==> src/verilog/alu_defines.svh <==
`ifndef ALU_DEFINES_SVH
`define ALU_DEFINES_SVH

// ====================
// Datapath sizes
// ====================
`define ALU_WIDTH       32
`define ALU_SLICE_W     4
`define ALU_NUM_SLICES  (`ALU_WIDTH / `ALU_SLICE_W)
`define ALU_SHAMT_W     5
`define ALU_OP_W        4

// ====================
// Operation codes
// ====================
`define OP_ADD   4'd0
`define OP_SUB   4'd1
`define OP_AND   4'd2
`define OP_XOR   4'd3
`define OP_OR    4'd4
`define OP_SLL   4'd5
`define OP_SRL   4'd6
`define OP_SLT   4'd7
`define OP_SLTU  4'd8

`endif

==> src/verilog/alu_pkg.sv <==
`include "alu_defines.svh"

package alu_pkg;

   // Operand and result word
   typedef logic [`ALU_WIDTH-1:0] word_t;

   // Shift amount, low bits of operand B
   typedef logic [`ALU_SHAMT_W-1:0] shamt_t;

   // Bit group handled by one ripple slice
   typedef logic [`ALU_SLICE_W-1:0] slice_t;

   // Control codes 0 to 8
   // Codes 9 to 15 have no member and give a zero result
   typedef enum logic [`ALU_OP_W-1:0] {
      ALU_ADD  = `OP_ADD,
      ALU_SUB  = `OP_SUB,
      ALU_AND  = `OP_AND,
      ALU_XOR  = `OP_XOR,
      ALU_OR   = `OP_OR,
      ALU_SLL  = `OP_SLL,
      ALU_SRL  = `OP_SRL,
      ALU_SLT  = `OP_SLT,
      ALU_SLTU = `OP_SLTU
   } alu_op_t;

endpackage

==> src/verilog/operand_stage.sv <==
`timescale 1ns/1ps

`include "alu_defines.svh"

module operand_stage import alu_pkg::*; (
   input  logic    clk,
   input  logic    rst,
   input  word_t   a,
   input  word_t   b,
   input  alu_op_t control,
   output word_t   a_q,
   output word_t   b_q,
   output word_t   b_cond,
   output logic    carry_in,
   output alu_op_t op_q,
   output shamt_t  shamt
);

   logic sub_mode;

   // Sub, slt and sltu all run the chain as a - b
   always_comb begin
      sub_mode = (control == ALU_SUB) || (control == ALU_SLT) || (control == ALU_SLTU);
   end

   always_ff @(posedge clk) begin
      if (rst) begin
         a_q      <= '0;
         b_q      <= '0;
         b_cond   <= '0;
         carry_in <= 1'b0;
         op_q     <= ALU_ADD;
         shamt    <= '0;
      end else begin
         a_q      <= a;
         b_q      <= b;
         // Two's complement of b is ~b plus the carry-in of one
         b_cond   <= b ^ {`ALU_WIDTH{sub_mode}};
         carry_in <= sub_mode;
         op_q     <= control;
         shamt    <= b[`ALU_SHAMT_W-1:0];
      end
   end

   // Carry-in must track the registered code it was decoded from
   a_carry_in_mode: assert property (
      @(posedge clk) disable iff (rst)
      carry_in == (op_q inside {ALU_SUB, ALU_SLT, ALU_SLTU})
   ) else $error("carry_in does not match op_q %0d", op_q);

endmodule

==> src/verilog/adder_slice.sv <==
`timescale 1ns/1ps

`include "alu_defines.svh"

module adder_slice import alu_pkg::*; (
   input  slice_t a_bits,
   input  slice_t b_bits,
   input  logic   cin,
   output slice_t sum,
   output logic   cout,
   output logic   msb_carry
);

   // ====================
   // Bitwise ripple
   // ====================
   always_comb begin
      logic [`ALU_SLICE_W:0] carry;
      carry[0] = cin;
      for (int i = 0; i < `ALU_SLICE_W; i++) begin
         sum[i]       = a_bits[i] ^ b_bits[i] ^ carry[i];
         carry[i + 1] = (a_bits[i] & b_bits[i])
                      | (a_bits[i] & carry[i])
                      | (b_bits[i] & carry[i]);
      end
      cout      = carry[`ALU_SLICE_W];
      // Carry into the top bit of this group, used for overflow
      msb_carry = carry[`ALU_SLICE_W - 1];
   end

endmodule

==> src/verilog/barrel_shifter.sv <==
`timescale 1ns/1ps

`include "alu_defines.svh"

module barrel_shifter import alu_pkg::*; (
   input  word_t  value,
   input  shamt_t shamt,
   input  logic   shift_left,
   output word_t  shifted
);

   // One right-shift network serves both directions.
   // A left shift reverses the word on the way in and on the way out.
   always_comb begin
      word_t oriented;
      word_t staged;

      for (int i = 0; i < `ALU_WIDTH; i++) begin
         oriented[i] = shift_left ? value[`ALU_WIDTH - 1 - i] : value[i];
      end

      // Log stages where stage s moves by 2**s
      staged = oriented;
      for (int s = 0; s < `ALU_SHAMT_W; s++) begin
         if (shamt[s]) begin
            staged = staged >> (1 << s);
         end
      end

      for (int i = 0; i < `ALU_WIDTH; i++) begin
         shifted[i] = shift_left ? staged[`ALU_WIDTH - 1 - i] : staged[i];
      end
   end

endmodule

==> src/verilog/result_stage.sv <==
`timescale 1ns/1ps

`include "alu_defines.svh"

module result_stage import alu_pkg::*; (
   input  logic    clk,
   input  logic    rst,
   input  alu_op_t op_q,
   input  word_t   a_q,
   input  word_t   b_q,
   input  word_t   sum,
   input  logic    chain_carry,
   input  logic    msb_carry,
   input  word_t   shifted,
   output word_t   result,
   output logic    carry_out,
   output logic    overflow,
   output logic    zero
);

   word_t and_w;
   word_t xor_w;
   word_t or_w;
   word_t next_result;
   logic  overflow_w;
   logic  slt_w;
   logic  sltu_w;

   // ====================
   // Flags and compares
   // ====================
   always_comb begin
      overflow_w = chain_carry ^ msb_carry;
      // Sign of a - b corrected for overflow
      slt_w      = sum[`ALU_WIDTH-1] ^ overflow_w;
      // No carry out of a + ~b + 1 means a borrow
      sltu_w     = ~chain_carry;
   end

   // ====================
   // Result select
   // ====================
   always_comb begin
      and_w = a_q & b_q;
      xor_w = a_q ^ b_q;
      or_w  = a_q | b_q;
      case (op_q)
         ALU_ADD,
         ALU_SUB:  next_result = sum;
         ALU_AND:  next_result = and_w;
         ALU_XOR:  next_result = xor_w;
         ALU_OR:   next_result = or_w;
         ALU_SLL,
         ALU_SRL:  next_result = shifted;
         ALU_SLT:  next_result = word_t'(slt_w);
         ALU_SLTU: next_result = word_t'(sltu_w);
         default:  next_result = '0;
      endcase
   end

   always_ff @(posedge clk) begin
      if (rst) begin
         result    <= '0;
         carry_out <= 1'b0;
         overflow  <= 1'b0;
         zero      <= 1'b0;
      end else begin
         result    <= next_result;
         carry_out <= chain_carry;
         overflow  <= overflow_w;
         zero      <= (next_result == '0);
      end
   end

   // Zero is registered alongside the result it describes
   a_zero_tracks_result: assert property (
      @(posedge clk) disable iff (rst)
      !rst |=> (zero == (result == '0))
   ) else $error("zero flag out of step with result %h", result);

   // Compares leave only bit 0 set
   a_compare_upper_clear: assert property (
      @(posedge clk) disable iff (rst)
      (op_q inside {ALU_SLT, ALU_SLTU}) |=> (result[`ALU_WIDTH-1:1] == '0)
   ) else $error("compare result has upper bits set: %h", result);

endmodule

==> src/verilog/alu_top.sv <==
`timescale 1ns/1ps

`include "alu_defines.svh"

module alu_top import alu_pkg::*; (
   input  logic                 clk,
   input  logic                 rst,
   input  word_t                a,
   input  word_t                b,
   input  logic [`ALU_OP_W-1:0] control,
   output word_t                result,
   output logic                 carry_out,
   output logic                 overflow,
   output logic                 zero
);

   word_t   a_q;
   word_t   b_q;
   word_t   b_cond;
   logic    carry_in;
   alu_op_t op_q;
   shamt_t  shamt;
   word_t   sum_all;
   word_t   shifted;

   operand_stage u_operand (
      .clk      (clk),
      .rst      (rst),
      .a        (a),
      .b        (b),
      .control  (alu_op_t'(control)),
      .a_q      (a_q),
      .b_q      (b_q),
      .b_cond   (b_cond),
      .carry_in (carry_in),
      .op_q     (op_q),
      .shamt    (shamt)
   );

   // ====================
   // Ripple chain
   // ====================
   for (genvar k = 0; k < `ALU_NUM_SLICES; k++) begin : g_slice
      logic cin_k;
      logic cout_k;
      logic msb_k;

      if (k == 0) begin : g_first
         assign cin_k = carry_in;
      end else begin : g_link
         assign cin_k = g_slice[k-1].cout_k;
      end

      adder_slice u_slice (
         .a_bits    (a_q[k*`ALU_SLICE_W +: `ALU_SLICE_W]),
         .b_bits    (b_cond[k*`ALU_SLICE_W +: `ALU_SLICE_W]),
         .cin       (cin_k),
         .sum       (sum_all[k*`ALU_SLICE_W +: `ALU_SLICE_W]),
         .cout      (cout_k),
         .msb_carry (msb_k)
      );
   end

   // Sll is 5 and srl is 6, so bit 0 picks the direction
   barrel_shifter u_shifter (
      .value      (a_q),
      .shamt      (shamt),
      .shift_left (op_q[0]),
      .shifted    (shifted)
   );

   result_stage u_result (
      .clk         (clk),
      .rst         (rst),
      .op_q        (op_q),
      .a_q         (a_q),
      .b_q         (b_q),
      .sum         (sum_all),
      .chain_carry (g_slice[`ALU_NUM_SLICES-1].cout_k),
      .msb_carry   (g_slice[`ALU_NUM_SLICES-1].msb_k),
      .shifted     (shifted),
      .result      (result),
      .carry_out   (carry_out),
      .overflow    (overflow),
      .zero        (zero)
   );

endmodule

==> config.mk <==
export PLATFORM = sky130hd
export DESIGN_NAME = alu_top
export DESIGN_NICKNAME = d
export VERILOG_FILES = /design/src/verilog/alu_pkg.sv /design/src/verilog/operand_stage.sv /design/src/verilog/adder_slice.sv /design/src/verilog/barrel_shifter.sv /design/src/verilog/result_stage.sv /design/src/verilog/alu_top.sv
export VERILOG_INCLUDE_DIRS = /design/src /design/src/verilog
export SDC_FILE = /design/constraint.sdc
export NUM_CORES = 1
export LEC_CHECK = 0
export BUFFER_PORTS_ARGS = -buffer_cell sky130_fd_sc_hd__buf_2
export CAP_MARGIN = 20
export CORE_ASPECT_RATIO = 1.2
export CORE_MARGIN = 8
export CORE_UTILIZATION = 50
export CTS_CLUSTER_DIAMETER = 120
export CTS_CLUSTER_SIZE = 10
export DETAILED_ROUTE_END_ITERATION = 12
export PLACE_DENSITY = 0.69
export SLEW_MARGIN = 20
export SYNTH_ARGS = -nofsm -noshare
export SYNTH_HDL_FRONTEND = slang
export SYNTH_HIERARCHICAL = 1
export SYNTH_SLANG_ARGS = --single-unit
export TNS_END_PERCENT = 1
==> constraint.sdc <==
create_clock -name clk -period 21.2 [get_ports clk]
set_input_delay 1.06 -clock clk [delete_from_list [all_inputs] [get_ports clk]]
set_output_delay 1.06 -clock clk [all_outputs]
set_load 0.1 [all_outputs]
# Word-level counts from Yosys, hierarchy flattened
# Index checks and enable logic that the tools add are counted.
# totals
register_bits	141
inputBits	70
output_inout_bits	35
word_cells	328
# classes
eq_ne	11
mux	70
bitwise_logic	231
n_reduce_logical	6
# op_table
op	n
$pmux W32 S7	1
$mux W32	5
$and A1 B1 Y1	96
$xor A1 B1 Y1	66
$mux W1	64
$or A1 B1 Y1	64
$xor A32 B32 Y32	2
$and A32 B32 Y32	1
$logic_not A32 Y1	1
$or A32 B32 Y32	1
$eq A4 B3 Y1 const B	5
$eq A4 B1 Y1 const B	2
$eq A4 B2 Y1 const B	2
$eq A4 B4 Y1 const B	2
$logic_not A4 Y1	1
$reduce_or A2 Y1	2
$logic_or A1 B1 Y1	2
$not A1 Y1	1

# Logic depth before layout (Yosys ltp)
# Gate-level depths: netlist (run 1).
# logic_depth
depth_word	100
depth_mapped	70
depth_no_buf	70

# By module
# The synthesis (run 1) kept the hierarchy.
# modules_own_cells
mod	n_inst	cells_per_inst	area_per_inst_um2	seq_area_each_um2
result_stage	1	454	3604.7	700.7
barrel_shifter	1	393	3298.2	0.0
operand_stage	1	257	3230.6	2021.9
adder_slice	8	14	117.6	0.0

# Least setup slack after synthesis (run 1)
# OpenSTA, ideal clock, no wires.
# synth_path
kind	register to register
start	reg u_operand.a_q[0]
end	reg u_result.zero
setup_ns	0.088
arrival_ns	11.359
required_time_ns	21.112
path_slack_ns	9.753
path_stages_with_launch	70
path_buffers	0
period_less_slack_ns	11.447
cell_sequence	dfxtp_1 -> inv_1 -> fa_1 -> inv_1 -> fa_1 -> fa_1 -> inv_1 -> fa_1 -> inv_1 -> inv_1 -> fa_1 -> inv_1 -> fa_1 -> fa_1 -> inv_1 -> fa_1 -> inv_1 -> inv_1 -> [34 not listed] -> fa_1 -> fa_1 -> inv_1 -> fa_1 -> inv_1 -> inv_1 -> fa_1 -> inv_1 -> fa_1 -> fa_1 -> inv_1 -> fa_1 -> inv_1 -> o2bb2ai_1 -> a222oi_1 -> nand4_1 -> or4_1 -> nor4_2
# synth_via
word_cells_on_any_way	208
classes_between	mux: 40; bitwise: 167; reduce/logical: 1
# synth_rtl
item	line_no	source
from (decl)	operand_stage.sv:11	output word_t a_q,
from (signal assigned)	operand_stage.sv:28	a_q <= '0;
from (signal assigned)	operand_stage.sv:35	a_q <= a;
$and A1 B1 Y1, on equally long branches	adder_slice.sv:22, adder_slice.sv:23	
$or A1 B1 Y1 (*)	adder_slice.sv:23	| (a_bits[i] & carry[i])
$or A1 B1 Y1 (*)	adder_slice.sv:24	| (b_bits[i] & carry[i]);
$and A1 B1 Y1	adder_slice.sv:23	
$or A1 B1 Y1	adder_slice.sv:23	
$or A1 B1 Y1 (*)	adder_slice.sv:24	
$and A1 B1 Y1	adder_slice.sv:23	
$or A1 B1 Y1	adder_slice.sv:23	
[1 not listed]	n/a	
named net g_slice[0].msb_k	alu_top.sv:46	logic msb_k;
[3 not listed]	n/a	
named net g_slice[0].cout_k	alu_top.sv:45	logic cout_k;
[9 not listed]	n/a	
named net g_slice[1].msb_k	alu_top.sv:46	
[3 not listed]	n/a	
named net g_slice[1].cout_k	alu_top.sv:45	
[9 not listed]	n/a	
named net g_slice[2].msb_k	alu_top.sv:46	
[3 not listed]	n/a	
named net g_slice[2].cout_k	alu_top.sv:45	
[9 not listed]	n/a	
named net g_slice[3].msb_k	alu_top.sv:46	
[3 not listed]	n/a	
named net g_slice[3].cout_k	alu_top.sv:45	
[9 not listed]	n/a	
named net g_slice[4].msb_k	alu_top.sv:46	
[3 not listed]	n/a	
named net g_slice[4].cout_k	alu_top.sv:45	
[9 not listed]	n/a	
named net g_slice[5].msb_k	alu_top.sv:46	
[3 not listed]	n/a	
named net g_slice[5].cout_k	alu_top.sv:45	
[9 not listed]	n/a	
named net g_slice[6].msb_k	alu_top.sv:46	
[3 not listed]	n/a	
named net g_slice[6].cout_k	alu_top.sv:45	
[7 not listed]	n/a	
$or A1 B1 Y1	adder_slice.sv:23	
$or A1 B1 Y1 (*)	adder_slice.sv:24	
named net g_slice[7].msb_k	alu_top.sv:46	
$xor A1 B1 Y1 (*)	adder_slice.sv:21	sum[i] = a_bits[i] ^ b_bits[i] ^ carry[i];
named net sum_all[31]	alu_top.sv:23	word_t sum_all;
$xor A1 B1 Y1	result_stage.sv:35	slt_w = sum[`ALU_WIDTH-1] ^ overflow_w;
$pmux W32 S7 (*)	result_stage.sv:47	case (op_q)
$logic_not A32 Y1 (*)	result_stage.sv:71	zero <= (next_result == '0);
to (signal assigned)	result_stage.sv:71	
to (decl)	result_stage.sv:18	output logic zero
# The timed path passes the listed nets; every way through them passes the cells marked *.
# A chain may end at the register's enable or synchronous reset.

# Worst setup path after layout (run 1)
# Ends and elaborated chain as after synthesis.

==> results of run 1 <==
-- power breakdown --
group	total [W]	leakage [nW]	internal, W	switching [W]
registers	0.000289	1.13	0.000273	0.0000163
logic	0.000269	3.90	0.0000935	0.000175
clock network	0.000302	0.287	0.000159	0.000143
total	0.000860	5.32	0.000526	0.000334
-- cells in the final DEF, fill, tap and decap left out, drive strengths merged, types with 17 or more instances in the layout --
cell / Yosys / routed
inv: 154 / 163
dfxtp: 136 / 136
buf: 52 / 126
nor2b: 99 / 99
nor2: 93 / 93
mux2: 72 / 72
ha: 64 / 64
mux2i: 62 / 62
nand2: 57 / 57
o21ai: 45 / 45
a21oi: 36 / 36
fa: 32 / 32
mux4: 30 / 30
a22oi: 24 / 24
nand3: 19 / 19
nor3: 19 / 19
nand2b: 18 / 18
o2bb2ai: 18 / 18
clkbuf: 39 / 17
-- cell families (layout without fill, tap and decap cells) --
logic type | count (synthesis) | in the layout | synth area share [%]
simple gates | 334 | 334 | 15.43
buf+inv | 246 | 313 | 10.43
compound gates | 236 | 236 | 15.58
mux | 164 | 164 | 20.47
flops | 136 | 136 | 24.58
fa+ha+maj | 96 | 96 | 13.02
xor+xnor | 4 | 4 | 0.4859
-- state kept, by name, indices dropped and copies added, names as in the netlist --
signal and cells:
u_operand/a_q 32, u_operand/b_cond 32, u_operand/b_q 32, u_result/result 32, u_operand/op_q 4, u_operand/carry_in 1
u_result/carry_out 1, u_result/overflow 1, u_result/zero 1
-- metal layers --
layer  part of all wire (%)  up-vias  GRT usage [%]
li1                       -     4329              -
met2                     44      556          41.14
met1                     41     4495          33.95
met3                    9.4      102          5.136
met4                    4.9        0          13.59
met5                      0        -              0
-- cell type report --
class / count / share of cell area (%)
clock buffer: 17 / 3.504
clock inverter: 15 / 1.433
inverter: 155 / 4.792
multi-input combinational: 834 / 59.30
sequential: 136 / 22.48
tap: 274 / 2.824
timing repair buffer: 126 / 5.668
-- final timing paths --
kind | endpoint | slack [ns] | startpoint | cells after the start
max reg2reg | u_result/zero | 8.79 | u_operand/a_q[0] | 69
min | u_result/result[27] | 0.75 | u_operand/op_q[3] | 2
max | u_result/zero | 8.79 | u_operand/a_q[0] | 69
min reg2reg | u_result/result[27] | 0.75 | u_operand/op_q[3] | 2
-- through the flow --
stage / power, W / utilization (%) / instances / cell area (µm²)
4_1_cts: 0.0008593 / 55.94 / 1557 / 12140
3_3_place_gp: 0.0005551 / 53.18 / 1525 / 11540
6_report: 0.0008602 / 55.94 / 1557 / 12140
3_5_place_dp: 0.0005564 / 53.18 / 1525 / 11540
5_1_grt: 0.0008935 / 55.94 / 1557 / 12140
2_1_floorplan: 0.0004854 / - / 1216 / 11070
-- worst register-to-register path, delay by kind of cell, from the launching register on --
family          cells  cell delay (ns)
compound gates      2             0.50
fa+ha+maj          32             8.67
buf+inv            32             1.94
flops               1             0.45
simple gates        3             0.76
-- synth_stat cells (all sizes together) (19+ instances only) --
master / number / share of area [%]
mux2i: 62 / 5.8
nor3: 19 / 0.86
ha: 64 / 7.2
mux2: 72 / 8.3
a22oi: 24 / 1.6
fa: 32 / 5.8
o21ai: 45 / 2.2
dfxtp: 136 / 25
inv: 154 / 5.2
nand3: 19 / 0.86
clkbuf: 39 / 1.3
a21oi: 36 / 1.6
buf: 52 / 3.9
mux4: 30 / 6.3
nand2: 57 / 1.9
nor2b: 99 / 5.7
nor2: 93 / 3.2
==> metrics.md, run 1 <==
| Metric | Value |
|---|---|
| Outcome | `complete, no violations` |
| Post-Synthesis Cells | `roughly 1200` |
| IR drop worst, VDD | `0.08872 mV` |
| Die ar. | `roughly 27000 µm²` |
| Via count | `about 9500` |
| Final WL | `about 36000 µm` |
| GRT Resource Usage Total | `between 20% and 30%` |
| FF+latch area | `~2700 µm²` |
| Pre-antenna DRT Iters | `8` |
| CP max stage cell | `fa_1` |
| Final Max Tran Viols | `0` |
| Multi-input logic area | `about 7200 µm²` |
| Core area | `21700 µm²` |
| Gpl congestion | `0.9611` |
| CP peak stage delay | `about 0.47 ns` |
| Sum Neg Setup Slack | `0 ns` |
| Hold-fix buffers, CTS | `0` |
| Die H | `approximately 180 µm` |
| Setup CP Type | `register to register` |
| Post-cts sizing count | `0` |
| Register area share after synthesis | `24.58%` |
| Critical path required time | `21.55 ns` |
| Syn_nets | `~1400` |
| Starting Density | `51.03%` |
| Hold Path Class | `register to register` |
| EDFF count, synth | `0` |
| H-tree levels | `4` |
| Cell Rows | `59` |
| Worst-Skew Late Latency | `about 0.44 ns` |
| # diodes | `0` |
| Wire length per cell | `around 23 µm` |
| Placement Setup Slack | `8.929 ns` |
| Crit Path Max Fanout | `7` |
| Fin crit share | `58.52%` |
| GR Overflow Total | `0` |
| I/O Pins | `105` |
| Layout cell share with drive strength beyond 1 | `~22%` |
| Post-DRT Antenna Nets | `0` |
| Vias in the first global route | `around 9000` |
| Root buf cell | `clkbuf_16` |
| Die width | `approximately 150 µm` |
| Maximum clock path buffer count | `2` |
| Worst path top cell family by delay | `adder cells` |
| Ys Warns | `6` |
| Drt drc | `0` |
| Fill count | `1974` |
| Setup violators final | `0` |
| Mapped cell area | `about 11000 µm²` |
| Crit path DAT | `12.76 ns` |
| Syn Area/Cell | `just over 9 µm²` |
| Synth unique cells | `86` |
| Final hold vios | `0` |
| Clk slew on worst S/H paths | `~0.080 ns` |
| Async set-reset flop share out of synthesis | `0%` |
| Fmax | `80.60 MHz` |
| RSZ-0062 raised after global routing | `false` |
| Leakage | `roughly 5.3 nW` |
| Post-CTS Setup Bufs | `0` |
| Area delta synth->final | `9.626%` |
| Top FF cell, synth | `dfxtp_1` |
| Slew HR | `between 30% and 40%` |
| Final HPWL from detailed placement | `~28000 µm` |
| CTS Sinks | `~140` |
| Largest net degree at the start of global routing | `87` |
| Max Cap Violations | `0` |
| Buf/Inv on CP | `32` |
| Initial antenna violation count | `0` |
| First-pass GRT wire length | `approximately 55000 µm` |
| Slew @ Worst Pin | `between 0.9 and 1 ns` |
| Power per cell area | `between 70 and 80 nW/µm²` |
| TritonCTS buffer count | `17` |
| Final worst setup slack | `8.793 ns` |
| Clk_skew | `~0.012 ns` |
| Flop and latch count out of synthesis | `roughly 140` |
| Initial drt markers | `1142` |
| Final min period | `roughly 12 ns` |
| CP endpoint kind | `register` |
| Vias per inst | `6.090` |
| Hold Slack | `roughly 0.75 ns` |
| Nets | `1436` |
| TritonCTS clock tree | `built` |
| PortBufs | `104` |
| Setup crit start kind | `register` |
Power figures use the tool's default switching activity.
==> run 2: changes to the inputs <==
- ABC_AREA: not set -> 1
- clock period: 21.2 -> 11.9 ns (I/O delays scaled with it)
==> run 2 against run 1 <==
- clock power grew 87%
- wire length shrank 13%
- critical path depth grew 2
- sequential cell count is the same
- highest routed layer unchanged
==> metrics.md, run 2 <==
| Metric | Value |
|---|---|
| Hold-fix buffers, CTS | `0` |
| GR Overflow Total | `0` |
| Slew @ Worst Pin | `about 1.1 ns` |
| Register area share after synthesis | `26.66%` |
| PortBufs | `about 100` |
| Syn_nets | `roughly 1800` |
| Synth unique cells | `27` |
| Die ar. | `around 25000 µm²` |
| CP peak stage delay | `0.51 ns` |
| Largest net degree at the start of global routing | `70` |
| Crit Path Max Fanout | `3` |
| Gpl congestion | `0.9550` |
| Die H | `about 170 µm` |
| Placed cell areas | `between 10000 and 15000 µm²` |
| CTS Sinks | `roughly 140` |
| Maximum clock path buffer count | `2` |
| Commonest non-fill, non-tap cells in the layout | `nand3_1 (400), nand2_1 (307), inv_1 (236)` |
| EDFF count, synth | `0` |
| Via count | `just over 10000` |
| Post-Synthesis Cells | `around 1600` |
| Syn Area/Cell | `approximately 6.4 µm²` |
| Most common cell after layout, fill and taps aside | `nand3_1` |
| TritonCTS buffer count | `17` |
| Top FF cell, synth | `dfxtp_1` |
| Root buf cell | `clkbuf_16` |
| I/O Pins | `~110` |
| Hold Path Class | `input pin to register` |
| Critical path required time | `around 12 ns` |
| Outcome | `complete, no violations` |
| H-tree levels | `4` |
| GRT Resource Usage Total | `roughly 25%` |
| Async set-reset flop share out of synthesis | `0%` |
| Max Cap Violations | `0` |
| Fill count | `slightly below 2000` |
| Initial drt markers | `1056` |
| Top cells by area, synth | `dfxtp_1 (27%), nand3_1 (20%), nand2_1 (11%)` |
| Core area | `20180 µm²` |
| Post-synth top cells | `nand3_1 (401), nand2_1 (309), inv_1 (250), nor2_1 (184), dfxtp_1 (136)` |
| Die width | `between 100 and 150 µm` |
| Final min period | `about 11 ns` |
| Fin crit share | `a little under 100%` |
| Leakage | `~6.1 nW` |
| RSZ-0062 raised after global routing | `true` |
| Power per cell area | `roughly 130 nW/µm²` |
| Ys Warns | `6` |
| Final hold vios | `0` |
| Vias in the first global route | `9379` |
| Hold Slack | `approximately 0.37 ns` |
| Fmax | `about 87 MHz` |
| Area delta synth->final | `11.57%` |
| Setup CP Type | `register to register` |
| Cell Rows | `57` |
| Pre-antenna DRT Iters | `6` |
| Layout cell share with drive strength beyond 1 | `14.43%` |
| Post-DRT Antenna Nets | `0` |
| Cell mode on critical path | `fa_2` |
| Drt drc | `0` |
| Clk slew on worst S/H paths | `0.07 ns` |
| Cell type with the largest total area after synthesis | `dfxtp_1` |
| CP max stage cell | `fa_2` |
| Initial antenna violation count | `0` |
| Final Max Tran Viols | `0` |
| IR drop worst, VDD | `between 0.09 and 0.1 mV` |
| Vias per inst | `between 5 and 6` |
| Starting Density | `a little over 50%` |
| Slew HR | `between 20 and 30%` |
| Final HPWL from detailed placement | `~23000 µm` |
| Share of the synthesized area in the top cell type | `approximately a quarter` |
| Count leader, synth | `nand3_1` |
| CP endpoint kind | `register` |
| Mapped cell area | `around 10000 µm²` |
| Worst-Skew Late Latency | `around 0.43 ns` |
| Wire length per cell | `16.61 µm` |
| Crit path DAT | `11.83 ns` |
| Setup crit start kind | `register` |
| Clk_skew | `0.01158 ns` |
| Nets | `roughly 1800` |
| Final WL | `~32000 µm` |
| First-pass GRT wire length | `50260 µm` |
| Setup violators final | `0` |
| # diodes | `0` |
| Cell area after layout | `11390 µm²` |
| Flop and latch count out of synthesis | `136` |
| TritonCTS clock tree | `built` |
## run 2: cell types whose count changed after synthesis, moves of 29 or more
cell	change
inv_1	+96
mux2_4	-29
nor2b_1	-97
mux2i_1	-60
nand2_1	+252
nand3_1	+382
nor2_1	+92
mux2_2	-41
## run 2: repair_timing
| action | CTS | global route |
|---|---|---|
| pin swaps | 0 | 6 |
| setup buffers | 0 | 1 |
| endpoints found under the setup margin | 1 | 5 |
| resized for setup | 1 | 42 |
## run 2: final timing paths
path | start | slack [ns] | cells past startpoint | to
max | u_operand/a_q[0] | 0.44 | 71 | u_result/zero
min | a[22] | 0.37 | 3 | u_operand/a_q[22]
max reg2reg | u_operand/a_q[0] | 0.44 | 71 | u_result/zero
min reg2reg | u_operand/b_q[15] | 0.81 | 6 | u_result/result[15]
## run 2: cell type report
cell class	count	area [µm²]	area share [%]
multi-input cells	1098	6075	53.32
well taps	265	331.6	2.910
inverters	255	957.2	8.401
repair buffers	121	670.6	5.886
clock inverters	15	206.4	1.812
flip-flops and latches	136	2728	23.94
clock buffers	17	425.4	3.734
## run 2: logic make-up (layout without fill, tap and decap cells)
logic type / after synthesis / in the layout / synth area share (%)
AOI/OAI and AO/OA: 55 / 55 / 2.695
DFF: 136 / 136 / 26.66
adders and majority gates: 96 / 96 / 14.11
buffers and inverters: 353 / 408 / 14.90
xor gates and xnor gates: 1 / 1 / 0.08578
and+or+nand+nor: 946 / 946 / 41.55
## run 2: power by group
part	switching (W)	internal, W
sequential	0.0000246	0.000487
combinational	0.000302	0.000113
clock	0.000242	0.000323
total	0.000568	0.000923
## run 2: through the flow
stage | instances | utilization [%] | worst slack [ns] | power (W) | setup TNS [ns]
2_1_floorplan | 1587 | - | 0.9489 | 0.0008247 | 0
3_3_place_gp | 1873 | 52.70 | 0.3164 | 0.0009181 | 0
3_5_place_dp | 1873 | 52.70 | 0.002705 | 0.0009231 | 0
4_1_cts | 1905 | 55.83 | 0.009392 | 0.001488 | 0
5_1_grt | 1907 | 56.45 | -0.09132 | 0.001564 | -0.09132
6_report | 1907 | 56.45 | 0.4384 | 0.001492 | 0
## run 2: routing by layer
metal | up-vias | routed length [µm] | track usage [%]
li1 | 5064 | - | -
met1 | 4621 | 14500 | 34.20
met2 | 448 | 13690 | 37.36
met3 | 67 | 2391 | 3.970
met4 | 0 | 1101 | 10.15
met5 | - | 0 | 0
## run 2: critical path, delay by kind of cell, from the launching register on
family,cells,cell delay (ns)
buf+inv,32,1.75
simple gates,7,0.66
flops,1,0.34
fa+ha+maj,32,8.63
==> run 3: changes to the inputs <==
- CORE_UTILIZATION: 50 -> 60
- PLACE_DENSITY: 0.69 -> 0.81
==> run 3 against run 2 <==
- hold slack lost 0.0047 ns
- global-route usage grew 4.6 points
- wire length rose by 0.27%
- sequential cell count is the same
- final cell count shrank 2.6%
- final area fell by 1.2%
- largest cell class unchanged
==> metrics.md, run 3 (synthesis gave the netlist of run 2 again) <==
| Metric | Value |
|---|---|
| Final min period | `approximately 12 ns` |
| PortBufs | `around 100` |
| GRT Resource Usage Total | `29.31%` |
| Wire length per cell | `about 17 µm` |
| Outcome | `complete, no violations` |
| Critical path required time | `approximately 12 ns` |
| Die ar. | `roughly 21000 µm²` |
| Final HPWL from detailed placement | `between 20000 and 25000 µm` |
| Commonest non-fill, non-tap cells in the layout | `nand3_1 (399), nand2_1 (307), inv_1 (229)` |
| I/O Pins | `about 110` |
| Hold Path Class | `input pin to register` |
| Maximum clock path buffer count | `2` |
| Largest net degree at the start of global routing | `69` |
| Die H | `around 160 µm` |
| Final hold vios | `0` |
| Vias in the first global route | `between 9000 and 10000` |
| First-pass GRT wire length | `slightly above 50000 µm` |
| TritonCTS buffer count | `17` |
| Worst-Skew Late Latency | `about 0.43 ns` |
| Area delta synth->final | `10.21%` |
| Multi-input logic area | `6076 µm²` |
| Final Max Tran Viols | `0` |
| Clk_skew | `about 0.0096 ns` |
| Post-DRT Antenna Nets | `0` |
| Fin crit share | `98.10%` |
| Crit Path Max Fanout | `3` |
| Root buf cell | `clkbuf_16` |
| TritonCTS clock tree | `built` |
| Layout cell share with drive strength beyond 1 | `14.99%` |
| Core area | `between 15000 and 20000 µm²` |
| Die width | `between 100 and 150 µm` |
| Initial antenna violation count | `1` |
| Fill count | `around 1500` |
| Final WL | `31770 µm` |
| Placed cell areas | `between 10000 and 15000 µm²` |
| Fmax | `approximately 86 MHz` |
| Cell mode on critical path | `fa_2` |
| Cell area after layout | `between 10000 and 15000 µm²` |
| Setup CP Type | `register to register` |
| Final core utilization | `67.05%` |
| Drt drc | `0` |
| Slew HR | `~25%` |
| CP endpoint kind | `register` |
| Crit path DAT | `12.04 ns` |
| CTS Sinks | `136` |
| Starting Density | `between 60% and 70%` |
| Slew @ Worst Pin | `~1.1 ns` |
| Nets | `between 1500 and 2000` |
| Setup violators final | `0` |
| H-tree levels | `4` |
| RSZ-0062 raised after global routing | `true` |
| GR Overflow Total | `0` |
| Cell Rows | `52` |
| IR drop worst, VDD | `about 0.093 mV` |
| Pre-antenna DRT Iters | `6` |
| Clk slew on worst S/H paths | `0.07 ns` |
| FF+latch area | `between 2000 and 3000 µm²` |
| CP max stage cell | `fa_2` |
| CP peak stage delay | `approximately 0.52 ns` |
| Leakage | `between 5 and 6 nW` |
| Via count | `10541` |
| Max Cap Violations | `0` |
| Most common cell after layout, fill and taps aside | `nand3_1` |
| Power per cell area | `between 100 and 150 nW/µm²` |
| Setup crit start kind | `register` |
| Initial drt markers | `1402` |
| Vias per inst | `5.673` |
| Gpl congestion | `0.9921` |
## run 3: where the power goes
part	internal [W]	switching [W]
Sequential	0.000487	0.0000247
Combinational	0.000114	0.000306
Clock	0.000279	0.000242
## run 3: critical path: cells and delay by family, from the launching register on
kind                       cells  cell delay [ns]
buffers and inverters         33             1.83
adders and majority gates     32             8.88
and+or+nand+nor                6             0.54
DFF                            1             0.37
## run 3: worst paths after layout
kind / cells after the start / from / end / slack (ns)
worst min-delay path: 3 / a[13] / u_operand/a_q[13] / 0.36
worst max register to register: 71 / u_operand/a_q[0] / u_result/zero / 0.23
worst max-delay path: 71 / u_operand/a_q[0] / u_result/zero / 0.23
worst min register to register: 5 / u_operand/b_q[28] / u_result/result[28] / 0.79
## run 3: metrics by stage
step | power, W | instances | setup TNS [ns] | hold slack (ns) | worst slack [ns]
after CTS | 0.001441 | 1855 | 0 | 0.3497 | 0.008790
after floorplan | 0.0008247 | 1587 | 0 | 0.6658 | 0.9489
after global placement | 0.0009131 | 1823 | 0 | 0.7565 | 0.3342
after global routing | 0.001518 | 1857 | -0.3458 | 0.3596 | -0.2690
final | 0.001453 | 1858 | 0 | 0.3610 | 0.2265
after detailed placement | 0.0009215 | 1823 | -0.06427 | 0.7646 | -0.06427
## run 3: what timing repair did
action                                  CTS  global route
hold buffers                              0             0
cloned                                    0             0
endpoints found under the setup margin    2             6
hold endpoints to repair                  0             0
pin swaps                                 0            14
gates resized for setup                   4            52
buffers inserted                          0             2
## run 3: area by class of cell
type	instances	share of cell area, %
Antenna cell	1	0.02223
Multi-Input combinational cell	1098	53.99
Timing Repair Buffer	120	5.714
Clock buffer	17	3.780
Clock inverter	15	1.334
Tap cell	216	2.401
Inverter	255	8.527
Sequential cell	136	24.24
## run 3: layer usage
metal  track usage (%)  wire length (µm)  share of wire [%]  vias to the layer above
met2             43.22             14140                 45                      634
met1             40.56             13270                 42                     4759
met4             14.06              1232                3.9                        2
met5                 0                12              0.038                        -
met3             4.830              3108                9.8                       79
li1                  -                 -                  -                     5067
